**config.mk**
```make
export PLATFORM = sky130hd
export DESIGN_NAME = itim
export DESIGN_NICKNAME = d
export VERILOG_FILES = /design/src/fetch_pkg.sv /design/src/itim_pkg.sv /design/src/itim_bank_if.sv /design/src/itim.sv /design/src/itim_bank.sv /design/src/itim_ctrl.sv
export VERILOG_INCLUDE_DIRS = /design/src
export SDC_FILE = /design/constraint.sdc
export NUM_CORES = 2
export LEC_CHECK = 0
export BUFFER_PORTS_ARGS = -buffer_cell sky130_fd_sc_hd__buf_2
export CORE_MARGIN = 4
export CORE_UTILIZATION = 55
export DETAILED_ROUTE_END_ITERATION = 10
export MAX_ROUTING_LAYER = met4
export PLACE_DENSITY = 0.69
export SYNTH_ARGS = -nofsm -noshare
export SYNTH_HDL_FRONTEND = slang
export SYNTH_SLANG_ARGS = --single-unit
```
**constraint.sdc**
```tcl
create_clock -name clock -period 6 [get_ports clock]
set_input_delay 0.6 -clock clock [delete_from_list [all_inputs] [get_ports clock]]
set_output_delay 0.6 -clock clock [all_outputs]
set_load 0.02 [all_outputs]
```
**src/itim_params.svh**
```systemverilog
`ifndef ITIM_PARAMS_SVH
`define ITIM_PARAMS_SVH

// bank geometry
`define ITIM_DEPTH 16
`define ITIM_WIDTH 4
`define ITIM_INDEX_BITS 4
`define ITIM_WORD_BITS 2

// tag covers what is left of the word address
`define ITIM_TAG_BITS (30 - `ITIM_INDEX_BITS - `ITIM_WORD_BITS)

// address window, top is exclusive
`define ITIM_BASE_ADDR 32'h0000_0000
`define ITIM_TOP_ADDR 32'h0000_1000

`endif

```
**src/fetch_pkg.sv**
```systemverilog
package fetch_pkg;

  // back stage states
  typedef enum logic [1:0] {
    st_hit,
    st_miss,
    st_load,
    st_fence
  } fetch_state_e;

  // outcome of a decoded request
  typedef enum logic [2:0] {
    kind_none,
    kind_hit,
    kind_miss,
    kind_load,
    kind_clear
  } fetch_kind_e;

endpackage

```
**src/itim_pkg.sv**
```systemverilog
package itim_pkg;

`include "itim_params.svh"

  // fetch address split into its ITIM fields
  typedef struct packed {
    logic [`ITIM_TAG_BITS-1:0] tag;
    logic [`ITIM_INDEX_BITS-1:0] index;
    logic [`ITIM_WORD_BITS-1:0] word;
    logic [1:0] offset;
  } itim_fields_t;

  // same 32 bits, seen as a plain word or as fields
  typedef union packed {
    logic [31:0] raw;
    itim_fields_t fields;
  } itim_addr_u;

  // one stored word, lock marks it as valid
  typedef struct packed {
    logic lock;
    logic [`ITIM_TAG_BITS-1:0] tag;
    logic [31:0] data;
  } itim_entry_t;

endpackage

```
**src/itim_bank_if.sv**
```systemverilog
`timescale 1ns/1ns

`include "itim_params.svh"

interface itim_bank_if import itim_pkg::*; ();

  logic wen;
  logic [`ITIM_INDEX_BITS-1:0] waddr;
  itim_entry_t wdata;
  logic [`ITIM_INDEX_BITS-1:0] raddr;
  itim_entry_t rdata;

  modport ctrl (
    output wen, waddr, wdata, raddr,
    input rdata
  );

  modport bank (
    input wen, waddr, wdata, raddr,
    output rdata
  );

endinterface

```
**src/itim.sv**
```systemverilog
`timescale 1ns/1ns

`include "itim_params.svh"

module itim (
  input logic clock,
  input logic reset,
  input logic fetch_valid,
  input logic fetch_fence,
  input logic [31:0] fetch_addr,
  output logic [63:0] fetch_rdata,
  output logic fetch_ready,
  output logic mem_valid,
  output logic [31:0] mem_addr,
  input logic [31:0] mem_rdata,
  input logic mem_ready
);

  // one interface per word bank
  itim_bank_if banks [`ITIM_WIDTH] ();

  for (genvar g = 0; g < `ITIM_WIDTH; g++) begin : g_bank
    itim_bank bank_i (
      .clock (clock),
      .port (banks[g])
    );
  end

  itim_ctrl ctrl_i (
    .clock (clock),
    .reset (reset),
    .fetch_valid (fetch_valid),
    .fetch_fence (fetch_fence),
    .fetch_addr (fetch_addr),
    .fetch_rdata (fetch_rdata),
    .fetch_ready (fetch_ready),
    .mem_valid (mem_valid),
    .mem_addr (mem_addr),
    .mem_rdata (mem_rdata),
    .mem_ready (mem_ready),
    .banks (banks)
  );

endmodule

```
**src/itim_bank.sv**
```systemverilog
`timescale 1ns/1ns

`include "itim_params.svh"

module itim_bank import itim_pkg::*; (
  input logic clock,
  itim_bank_if.bank port
);

  // starts out with every entry unlocked
  itim_entry_t entries [`ITIM_DEPTH] = '{default: '0};

  logic [`ITIM_INDEX_BITS-1:0] raddr_q;

  always_ff @(posedge clock) begin
    if (port.wen) begin
      entries[port.waddr] <= port.wdata;
    end
    raddr_q <= port.raddr;
  end

  // read sees a write from the same edge
  assign port.rdata = entries[raddr_q];

endmodule

```
**src/itim_ctrl.sv**
```systemverilog
`timescale 1ns/1ns

`include "itim_params.svh"

module itim_ctrl import itim_pkg::*, fetch_pkg::*; (
  input logic clock,
  input logic reset,
  input logic fetch_valid,
  input logic fetch_fence,
  input logic [31:0] fetch_addr,
  output logic [63:0] fetch_rdata,
  output logic fetch_ready,
  output logic mem_valid,
  output logic [31:0] mem_addr,
  input logic [31:0] mem_rdata,
  input logic mem_ready,
  itim_bank_if.ctrl banks [`ITIM_WIDTH]
);

  localparam logic [31:0] window = `ITIM_TOP_ADDR - `ITIM_BASE_ADDR;
  localparam logic [`ITIM_INDEX_BITS-1:0] last_index =
    `ITIM_INDEX_BITS'(`ITIM_DEPTH - 1);

  // front stage
  itim_addr_u req0;
  itim_addr_u req1;
  itim_addr_u rd0;
  itim_addr_u rd1;
  itim_addr_u f_addr0;
  itim_addr_u f_addr1;
  logic f_enable;
  logic f_fence;

  // back stage
  fetch_state_e state;
  fetch_state_e state_d;
  fetch_kind_e kind;
  logic incr;
  logic incr_d;
  logic [`ITIM_INDEX_BITS-1:0] sweep;
  logic [`ITIM_INDEX_BITS-1:0] sweep_d;
  logic sweep_done;
  logic sweep_done_d;
  logic lock0;
  logic lock1;
  logic [31:0] low_word;
  logic [31:0] low_d;
  logic [31:0] off0;
  logic [31:0] off1;
  logic outside;

  // bank side
  itim_entry_t entry_a [`ITIM_WIDTH];
  itim_entry_t entry0;
  itim_entry_t entry1;
  logic wr_one;
  logic wr_all;
  logic [`ITIM_WORD_BITS-1:0] wr_word;
  logic [`ITIM_INDEX_BITS-1:0] wr_index;
  itim_entry_t wr_entry;

  assign req0.raw = fetch_addr;
  assign req1.raw = fetch_addr + 32'd4;

  // banks are addressed straight from the request so data is there at decode
  assign rd0 = fetch_valid ? req0 : f_addr0;
  assign rd1 = fetch_valid ? req1 : f_addr1;

  for (genvar g = 0; g < `ITIM_WIDTH; g++) begin : g_bank
    assign entry_a[g] = banks[g].rdata;
    assign banks[g].raddr = (rd1.fields.word == `ITIM_WORD_BITS'(g)) ?
                            rd1.fields.index : rd0.fields.index;
    assign banks[g].wen = wr_all || (wr_one && wr_word == `ITIM_WORD_BITS'(g));
    assign banks[g].waddr = wr_index;
    assign banks[g].wdata = wr_entry;
  end

  assign entry0 = entry_a[f_addr0.fields.word];
  assign entry1 = entry_a[f_addr1.fields.word];

  // offsets wrap for addresses below the base
  assign off0 = f_addr0.raw - `ITIM_BASE_ADDR;
  assign off1 = f_addr1.raw - `ITIM_BASE_ADDR;
  assign outside = (off0 >= window) || (off1 >= window);

  always_comb begin
    kind = kind_none;
    state_d = state;
    incr_d = incr;
    sweep_d = sweep;
    sweep_done_d = sweep_done;
    low_d = low_word;
    fetch_ready = 1'b0;
    fetch_rdata = '0;
    mem_valid = 1'b0;
    mem_addr = f_addr0.raw;
    wr_one = 1'b0;
    wr_all = 1'b0;
    wr_word = f_addr0.fields.word;
    wr_index = f_addr0.fields.index;
    wr_entry = '0;
    case (state)
      st_hit: begin
        if (f_enable) begin
          if (f_fence) begin
            kind = kind_clear;
          end else if (outside) begin
            kind = kind_load;
          end else if (!entry0.lock || !entry1.lock) begin
            kind = kind_miss;
          end else if (entry0.tag != f_addr0.fields.tag ||
                       entry1.tag != f_addr1.fields.tag) begin
            kind = kind_load;
          end else begin
            kind = kind_hit;
          end
        end
        case (kind)
          kind_hit: begin
            fetch_ready = 1'b1;
            fetch_rdata = {entry1.data, entry0.data};
          end
          kind_miss: begin
            state_d = st_miss;
            mem_valid = 1'b1;
            incr_d = 1'b0;
          end
          kind_load: begin
            state_d = st_load;
            mem_valid = 1'b1;
            incr_d = 1'b0;
          end
          kind_clear: begin
            state_d = st_fence;
            sweep_d = '0;
            sweep_done_d = 1'b0;
          end
          default: begin
          end
        endcase
      end
      st_miss, st_load: begin
        mem_valid = 1'b1;
        mem_addr = incr ? f_addr1.raw : f_addr0.raw;
        if (mem_ready && !incr) begin
          // second word is requested from this cycle on
          mem_addr = f_addr1.raw;
          incr_d = 1'b1;
          low_d = mem_rdata;
          wr_one = (state == st_miss) && !lock0;
          wr_entry = '{lock: 1'b1, tag: f_addr0.fields.tag, data: mem_rdata};
        end else if (mem_ready) begin
          mem_valid = 1'b0;
          fetch_ready = 1'b1;
          fetch_rdata = {mem_rdata, low_word};
          state_d = st_hit;
          incr_d = 1'b0;
          wr_one = (state == st_miss) && !lock1;
          wr_word = f_addr1.fields.word;
          wr_index = f_addr1.fields.index;
          wr_entry = '{lock: 1'b1, tag: f_addr1.fields.tag, data: mem_rdata};
        end
      end
      st_fence: begin
        if (sweep_done) begin
          fetch_ready = 1'b1;
          state_d = st_hit;
          sweep_done_d = 1'b0;
        end else begin
          // one index of every bank per cycle
          wr_all = 1'b1;
          wr_index = sweep;
          sweep_d = sweep + 1'b1;
          if (sweep == last_index) begin
            sweep_done_d = 1'b1;
          end
        end
      end
      default: begin
      end
    endcase
  end

  always_ff @(posedge clock) begin
    if (!reset) begin
      f_enable <= 1'b0;
      f_fence <= 1'b0;
      state <= st_hit;
      incr <= 1'b0;
      sweep <= '0;
      sweep_done <= 1'b0;
    end else begin
      f_enable <= fetch_valid;
      f_fence <= fetch_fence;
      state <= state_d;
      incr <= incr_d;
      sweep <= sweep_d;
      sweep_done <= sweep_done_d;
    end
  end

  always_ff @(posedge clock) begin
    if (fetch_valid) begin
      f_addr0 <= req0;
      f_addr1 <= req1;
    end
    // locks as seen at decode decide which words a miss may write
    if (state == st_hit && f_enable) begin
      lock0 <= entry0.lock;
      lock1 <= entry1.lock;
    end
    low_word <= low_d;
  end

endmodule

```
# ---- Yosys cells after proc, flatten, opt, wreduce, memory -nomap -nowiden
# Memory sizes are Yosys's and may differ from the RTL's. A register that Yosys moved wholly into a read port is not among the register bits.
# Cells that the tools add are included.
dict set report classes {
  bitwise 2
  n_lt_le_gt_ge 4
  n_reduce_logical 32
  add_sub_neg 2
  eq_ne 24
  n_mux 73
}
# cell n
set ops {}
lappend ops {{57-bit two-way mux} 7}
lappend ops {{57-bit binary-select mux with 2-bit select} 2}
lappend ops {{64-bit two-way mux} 3}
lappend ops {{64-bit one-hot mux with 2 select lines} 1}
lappend ops {{32-bit two-way mux} 3}
lappend ops {{32-bit by 13-bit greater-or-equal comparator with 1-bit output (second input constant)} 2}
lappend ops {{24-bit != test} 2}
lappend ops {{4-bit two-way mux} 9}
lappend ops {{32-bit by 3-bit adder with 32-bit output (second input constant)} 1}
lappend ops {{1-bit two-way mux} 26}
lappend ops {{8-bit two-way mux} 2}
lappend ops {{4-bit one-hot mux with 2 select lines} 2}
lappend ops {{3-bit two-way mux} 5}
lappend ops {{2-bit two-way mux} 7}
lappend ops {{2-bit == test (second input constant)} 6}
lappend ops {{2-bit one-hot mux with 3 select lines} 2}
lappend ops {{2-bit != test (second input constant)} 5}
lappend ops {{1-bit logical AND} 8}
lappend ops {{1-bit logical OR} 7}
lappend ops {{2-bit by 1-bit == test with 1-bit output (second input constant)} 3}
lappend ops {{3-bit by 2-bit == test with 1-bit output (second input constant)} 2}
lappend ops {{3-bit greater-or-equal comparator (second input constant)} 2}
lappend ops {{2-bit zero test} 3}
lappend ops {{2-bit NOT with 3-bit output} 2}
lappend ops {{other kinds (15)} 25}
dict set report word_totals {
  register_bits 108
  mem_bits_rw 3648
  n_memories 4
  in_bits 69
  wordCells 154
  out_inout_bits 98
}
# name words word_bits rd rd_clocked_by_memory_dff wr line
set mem_list {}
lappend mem_list {{g_bank[0].bank_i.entries} 16 57 1 1 1 itim_bank.sv:11} ;# itim_entry_t entries [`ITIM_DEPTH] = '{default: '0};
lappend mem_list {{g_bank[1].bank_i.entries} 16 57 1 1 1 itim_bank.sv:11}
lappend mem_list {{g_bank[2].bank_i.entries} 16 57 1 1 1 itim_bank.sv:11}
lappend mem_list {{g_bank[3].bank_i.entries} 16 57 1 1 1 itim_bank.sv:11}

# ---- Depth between registers and ports, before layout
dict set report depth {
  ltp_word 16
  ltp_mapped 19
  mapped_depth_nobuf 11
}

# ---- By module
# Synthesis repeated with hierarchy kept, for this count alone.
dict set report unflattened {
  cells_unflattened 6784
  hier_area_um2 148127.1
}
# mod cells_per_inst area_per_inst_um2 seq_area_each_um2 instances
set modules_own_cells {}
lappend modules_own_cells {{itim_bank at g_bank[2].bank_i ...} 1417 34192.8 27466.3 2}
lappend modules_own_cells {{itim_bank at g_bank[0].bank_i ...} 1417 34191.5 27466.3 2}
lappend modules_own_cells {itim_ctrl 1116 11358.4 2982.9 1}

# ---- Worst setup path after synthesis
# OpenSTA, ideal clock, no wires.
dict set report synth_path {
  path_kind {reg2reg}
  from {register ctrl_i.state[0]}
  to {memory g_bank[2].bank_i.entries[10][0] in the netlist's numbering (enable)}
  synth_period_minus_slack_ps 5514
  setup_slack_ps 486
  t_required_ps 5528
  n_path_buf 2
  arrival_time_ps 5042
  path_stages_with_launch 11
  path_cell_list {dfxtp_1 > inv_1 > ha_1 > clkbuf_1 > nand2_1 > inv_1 > nand3_1 > nor2_1 > a21oi_1 > clkbuf_1 > nor2_1}
}
dict set report synth_via {
  elab_chain_cells 9
}
# element line
set synth_rtl {}
lappend synth_rtl {{start, declared} itim_ctrl.sv:35} ;# fetch_state_e state;
lappend synth_rtl {{start signal, assigned} itim_ctrl.sv:188} ;# state <= st_hit;
lappend synth_rtl {{start signal, assigned} itim_ctrl.sv:195} ;# state <= state_d;
lappend synth_rtl {{2-bit by 1-bit == test with 1-bit output} {itim_ctrl.sv:102, itim_ctrl.sv:150, itim_ctrl.sv:158}}
lappend synth_rtl {{1-bit logical AND} itim_ctrl.sv:158} ;# wr_one = (state == st_miss) && !lock1;
lappend synth_rtl {{1-bit two-way mux} itim_ctrl.sv:152} ;# end else if (mem_ready) begin
lappend synth_rtl {{1-bit two-way mux} itim_ctrl.sv:145} ;# if (mem_ready && !incr) begin
lappend synth_rtl {{1-bit two-way mux} itim_ctrl.sv:102} ;# case (state)
lappend synth_rtl {{1-bit logical AND} itim_ctrl.sv:73} ;# assign banks[g].wen = wr_all || (wr_one && wr_word == `ITIM_WORD_BITS'(g));
lappend synth_rtl {{1-bit logical OR} itim_ctrl.sv:73}
lappend synth_rtl {{1-bit two-way mux} itim_bank.sv:16} ;# if (port.wen) begin
lappend synth_rtl {{1-bit two-way mux (implied by the code)} itim_bank.sv:17} ;# entries[port.waddr] <= port.wdata;
lappend synth_rtl {{end, declared} itim_bank.sv:11}
# Parallel ways exist; a longest one is shown, timed or not.

==> flow_summary.ini <==
[yosys]
post_synth_and_or_nand_nor_area_fraction_pct = 2.32
yosysWarnings = 0
synth_top_family_by_area = multiplexers
synth_cells = 6759
number_of_enable_type_register_cells_in_the_synthesized_netlist = 3734
post_synth_instance_area_mm2 = 0.149
async_reset_ff_share_pct = 0
syn_nets = 6835
synth_area_per_cell_um2 = 22.0
post_synthesis_register_bit_count = 3770
synth.lib_cells_used.distinct = 79
synth_mux_area_share_pct = 17.7
synth_xor_xnor_area_share_pct = 0.460
synth-compound-area-share_pct = 2.18
synth-adder-area-share_pct = 0.0589
top_ff_cell_synth = sky130_fd_sc_hd__edfxtp_1
synth.yosys.seq_area_share_pct = 75.9

[cells_and_area]
num-nets-final = 7470
mostFrequentLayoutCells = sky130_fd_sc_hd__edfxtp_1, sky130_fd_sc_hd__mux4_2, sky130_fd_sc_hd__clkbuf_16, sky130_fd_sc_hd__buf_4, sky130_fd_sc_hd__nand2_1
fin_area_mm2 = 0.170
finish.cell_count_without_fillers = 11263
area_growth_syn_to_layout_pct = 14.6
final_common_cell = sky130_fd_sc_hd__edfxtp_1
final_layout_size_suffix_gt1_share_pct = 31.9

[min_path]
min_path_type = primary input to register

[grt]
grt_first_pass_wirelength_mm = 610
vias_in_the_first_global_route = 76890
antenna_found_initial = 20
largest_net_degree_at_the_start_of_global_routing = 92
global_route.usage.total_pct = 32.4
global_route.overflow_total = 0

[power]
total_power_w = 0.0636
power.ir.vdd_worst_mv = 0.328
p_leak_nw = 54.7
p_per_area_mw_per_mm2 = 373

[clock_tree]
clock_tree.root_cell = sky130_fd_sc_hd__clkbuf_16
cts_htree_levels = 5
tritoncts_sinks = 3770
cts_tree = yes
clockBufferDepth = 4
worst_setup_hold_path_clk_slew_ps = 60
worstSkewPairLatency_ps = 970
number_of_clock_buffers_inserted_by_tritoncts = 373

[placed_design]
placement.io_buffers = 166
post_place_cells = 10446
placer_congestion_estimate = 0.979
placed_wire_length_estimate_after_detailed_placement_mm = 254
place_area_mm2 = 0.156

[routing]
drt-vias-per-instance = 6.90
antenna_left = 0
routed_wire_length_mm = 437
drc = 0
drt-wirelength-per-cell_um = 38.8
drtPass1Iterations = 6
drt_iter0_drc = 12315
via_count = 77743

[sta]
clock.fmax_mhz = 164
period_share_pct = 102
relSlewSlack_pct = 8.83
finalHoldViolCount = 0
grt_setup_unrepaired = true
worstMarginPinSlew_ps = 1360
timing.final.setup_violations = 38
fin_skew_ps = 63.8
final_critical_path_setup_slack_ps = -110
fin_crit_ps = 6110
final-max-slew-violation-count = 0

[floorplanning]
pin_count = 167
rows = 190
die_outline_width_um = 528
die_h_um = 528
floorplan.die_area_mm2 = 0.279
initial_core_util_pct = 55.4
core_mm2 = 0.268

[outcome]
failed_checks = negative setup slack
outcome = complete, but fails checks

[job]
max_cap_viol_count = 0

[worst_setup_path]
critPathArrivalTime_ps = 5510
worstPathMaxFanout = 33
startpoint_type = register
worstPathRequired_ps = 5400
worst_setup_path_end_kind = primary output
setup_crit_path_kind = register to primary output
[worst paths after layout]
| check | start | end | slack [ps] | cells after the start |
|---|---|---|---|---|
| max reg2reg | ctrl_i.state[0] | g_bank[0].bank_i.entries[13][55] | 1230 | 10 |
| min reg2reg | ctrl_i.sweep[3] | ctrl_i.sweep[3] | 540 | 2 |
| min | mem_rdata[13] | ctrl_i.low_word[13] | 60 | 1 |
| max | register | fetch_rdata[46] | -110 | 16 |
[flip-flops by register name, summed over array words and instances (netlist names), named ones only]
signal / cells
ctrl_i.f_fence: 1
ctrl_i.low_word: 32
ctrl_i.state: 2
ctrl_i.lock1: 1
ctrl_i.sweep: 4
ctrl_i.f_enable: 1
ctrl_i.lock0: 1
ctrl_i.incr: 1
ctrl_i.f_addr0: 30
ctrl_i.f_addr1: 32
g_bank.bank_i.entries: 3648
ctrl_i.sweep_done: 1
[area by class of cell]
| type | instances | area [um^2] |
|---|---|---|
| flip-flops and latches | 3770 | 113000 |
| fillers | 17524 | 98100 |
| multi-input cells | 2575 | 34900 |
| clock buffers | 463 | 9840 |
| repair buffers | 638 | 5990 |
| well taps | 3552 | 4440 |
| clock inverters | 212 | 2020 |
| inverters | 36 | 141 |
| diodes | 17 | 42.5 |
[report_power, final]
| part | total (W) | internal (W) | leakage (nW) | switching (W) |
|---|---|---|---|---|
| Clock | 0.0228 | 0.0129 | 5.75 | 0.00990 |
| Sequential | 0.0304 | 0.0302 | 34.8 | 0.000278 |
| Combinational | 0.0103 | 0.00389 | 14.2 | 0.00640 |
[critical path, cell delays in order (launching register included)]
cell                       delay, ps
sky130_fd_sc_hd__dfxtp_4         380
sky130_fd_sc_hd__buf_12          140
sky130_fd_sc_hd__buf_12          190
sky130_fd_sc_hd__buf_4           160
sky130_fd_sc_hd__mux4_2          530
sky130_fd_sc_hd__a22oi_1         190
sky130_fd_sc_hd__nand2_1         110
sky130_fd_sc_hd__mux2i_1         400
sky130_fd_sc_hd__mux2i_1         280
sky130_fd_sc_hd__nand4b_1        180
sky130_fd_sc_hd__nor4_2          380
sky130_fd_sc_hd__and4bb_1        310
sky130_fd_sc_hd__and4_4          450
sky130_fd_sc_hd__buf_12          260
sky130_fd_sc_hd__nand3_1         140
sky130_fd_sc_hd__a21oi_1         210
sky130_fd_sc_hd__buf_4           190
[metrics by stage]
step / worst slack (ps) / TNS (ps) / hold slack, ps / util (%)
global placement: 406 / 0 / 538 / 58.2
global route: -238 / -10760 / 47.5 / 63.5
detailed placement: 437 / 0 / 531 / 58.2
floorplan: 486 / 0 / 488 / -
finish: -110 / -1280 / 57.4 / 63.5
CTS: -1.69 / -1.69 / 1.32 / 63.2
[cell usage after synthesis (24+ instances only)]
cell | instances | area [um^2]
sky130_fd_sc_hd__dfxtp_1 | 36 | 721
sky130_fd_sc_hd__nand2_1 | 201 | 754
sky130_fd_sc_hd__xor2_1 | 26 | 228
sky130_fd_sc_hd__buf_4 | 25 | 188
sky130_fd_sc_hd__mux4_2 | 1053 | 23700
sky130_fd_sc_hd__nor4_1 | 26 | 163
sky130_fd_sc_hd__edfxtp_1 | 3734 | 112000
sky130_fd_sc_hd__nor3_1 | 26 | 130
sky130_fd_sc_hd__buf_1 | 70 | 263
sky130_fd_sc_hd__o21ai_0 | 41 | 205
sky130_fd_sc_hd__nor2_1 | 183 | 687
sky130_fd_sc_hd__xnor2_1 | 52 | 455
sky130_fd_sc_hd__mux2_2 | 71 | 800
sky130_fd_sc_hd__nand3_1 | 83 | 415
sky130_fd_sc_hd__a22oi_1 | 97 | 728
sky130_fd_sc_hd__and2_1 | 24 | 150
sky130_fd_sc_hd__mux2i_1 | 186 | 1860
sky130_fd_sc_hd__and3_1 | 45 | 282
sky130_fd_sc_hd__buf_2 | 79 | 395
sky130_fd_sc_hd__clkbuf_1 | 182 | 683
sky130_fd_sc_hd__o22ai_1 | 34 | 213
sky130_fd_sc_hd__nor2b_1 | 45 | 282
sky130_fd_sc_hd__a21oi_1 | 119 | 596
sky130_fd_sc_hd__inv_1 | 32 | 120
[timing repair]
item                       CTS  global route
setup endpoints to repair   66            66
hold endpoints to repair    68             0
hold buffers                59             0
resized for setup           45           121
pin swaps                    4            15
buffers inserted            52            11
gates cloned                 1             2
[per-layer routing]
| layer | track usage [%] | vias to the layer above | share of wire (%) |
|---|---|---|---|
| li1 | - | 29959 | - |
| met2 | 49.3 | 5312 | 47 |
| met5 | - | - | 0 |
| met3 | 6.63 | 1083 | 11 |
| met1 | 43.1 | 41389 | 36 |
| met4 | 14.0 | 0 | 5.5 |
[kinds of logic (layout without fill, tap and decap cells)]
group	after synthesis	after routing
flip-flops	3770	3770
multiplexers	1310	1310
AND/OR/NAND/NOR	708	708
AO/OA/AOI/OAI	472	472
buffers and inverters	414	1349
XOR/XNOR	78	78
adder cells (fa/ha/maj)	7	7
other	0	17
No activity file was read; power rests on OpenSTA's default activity.
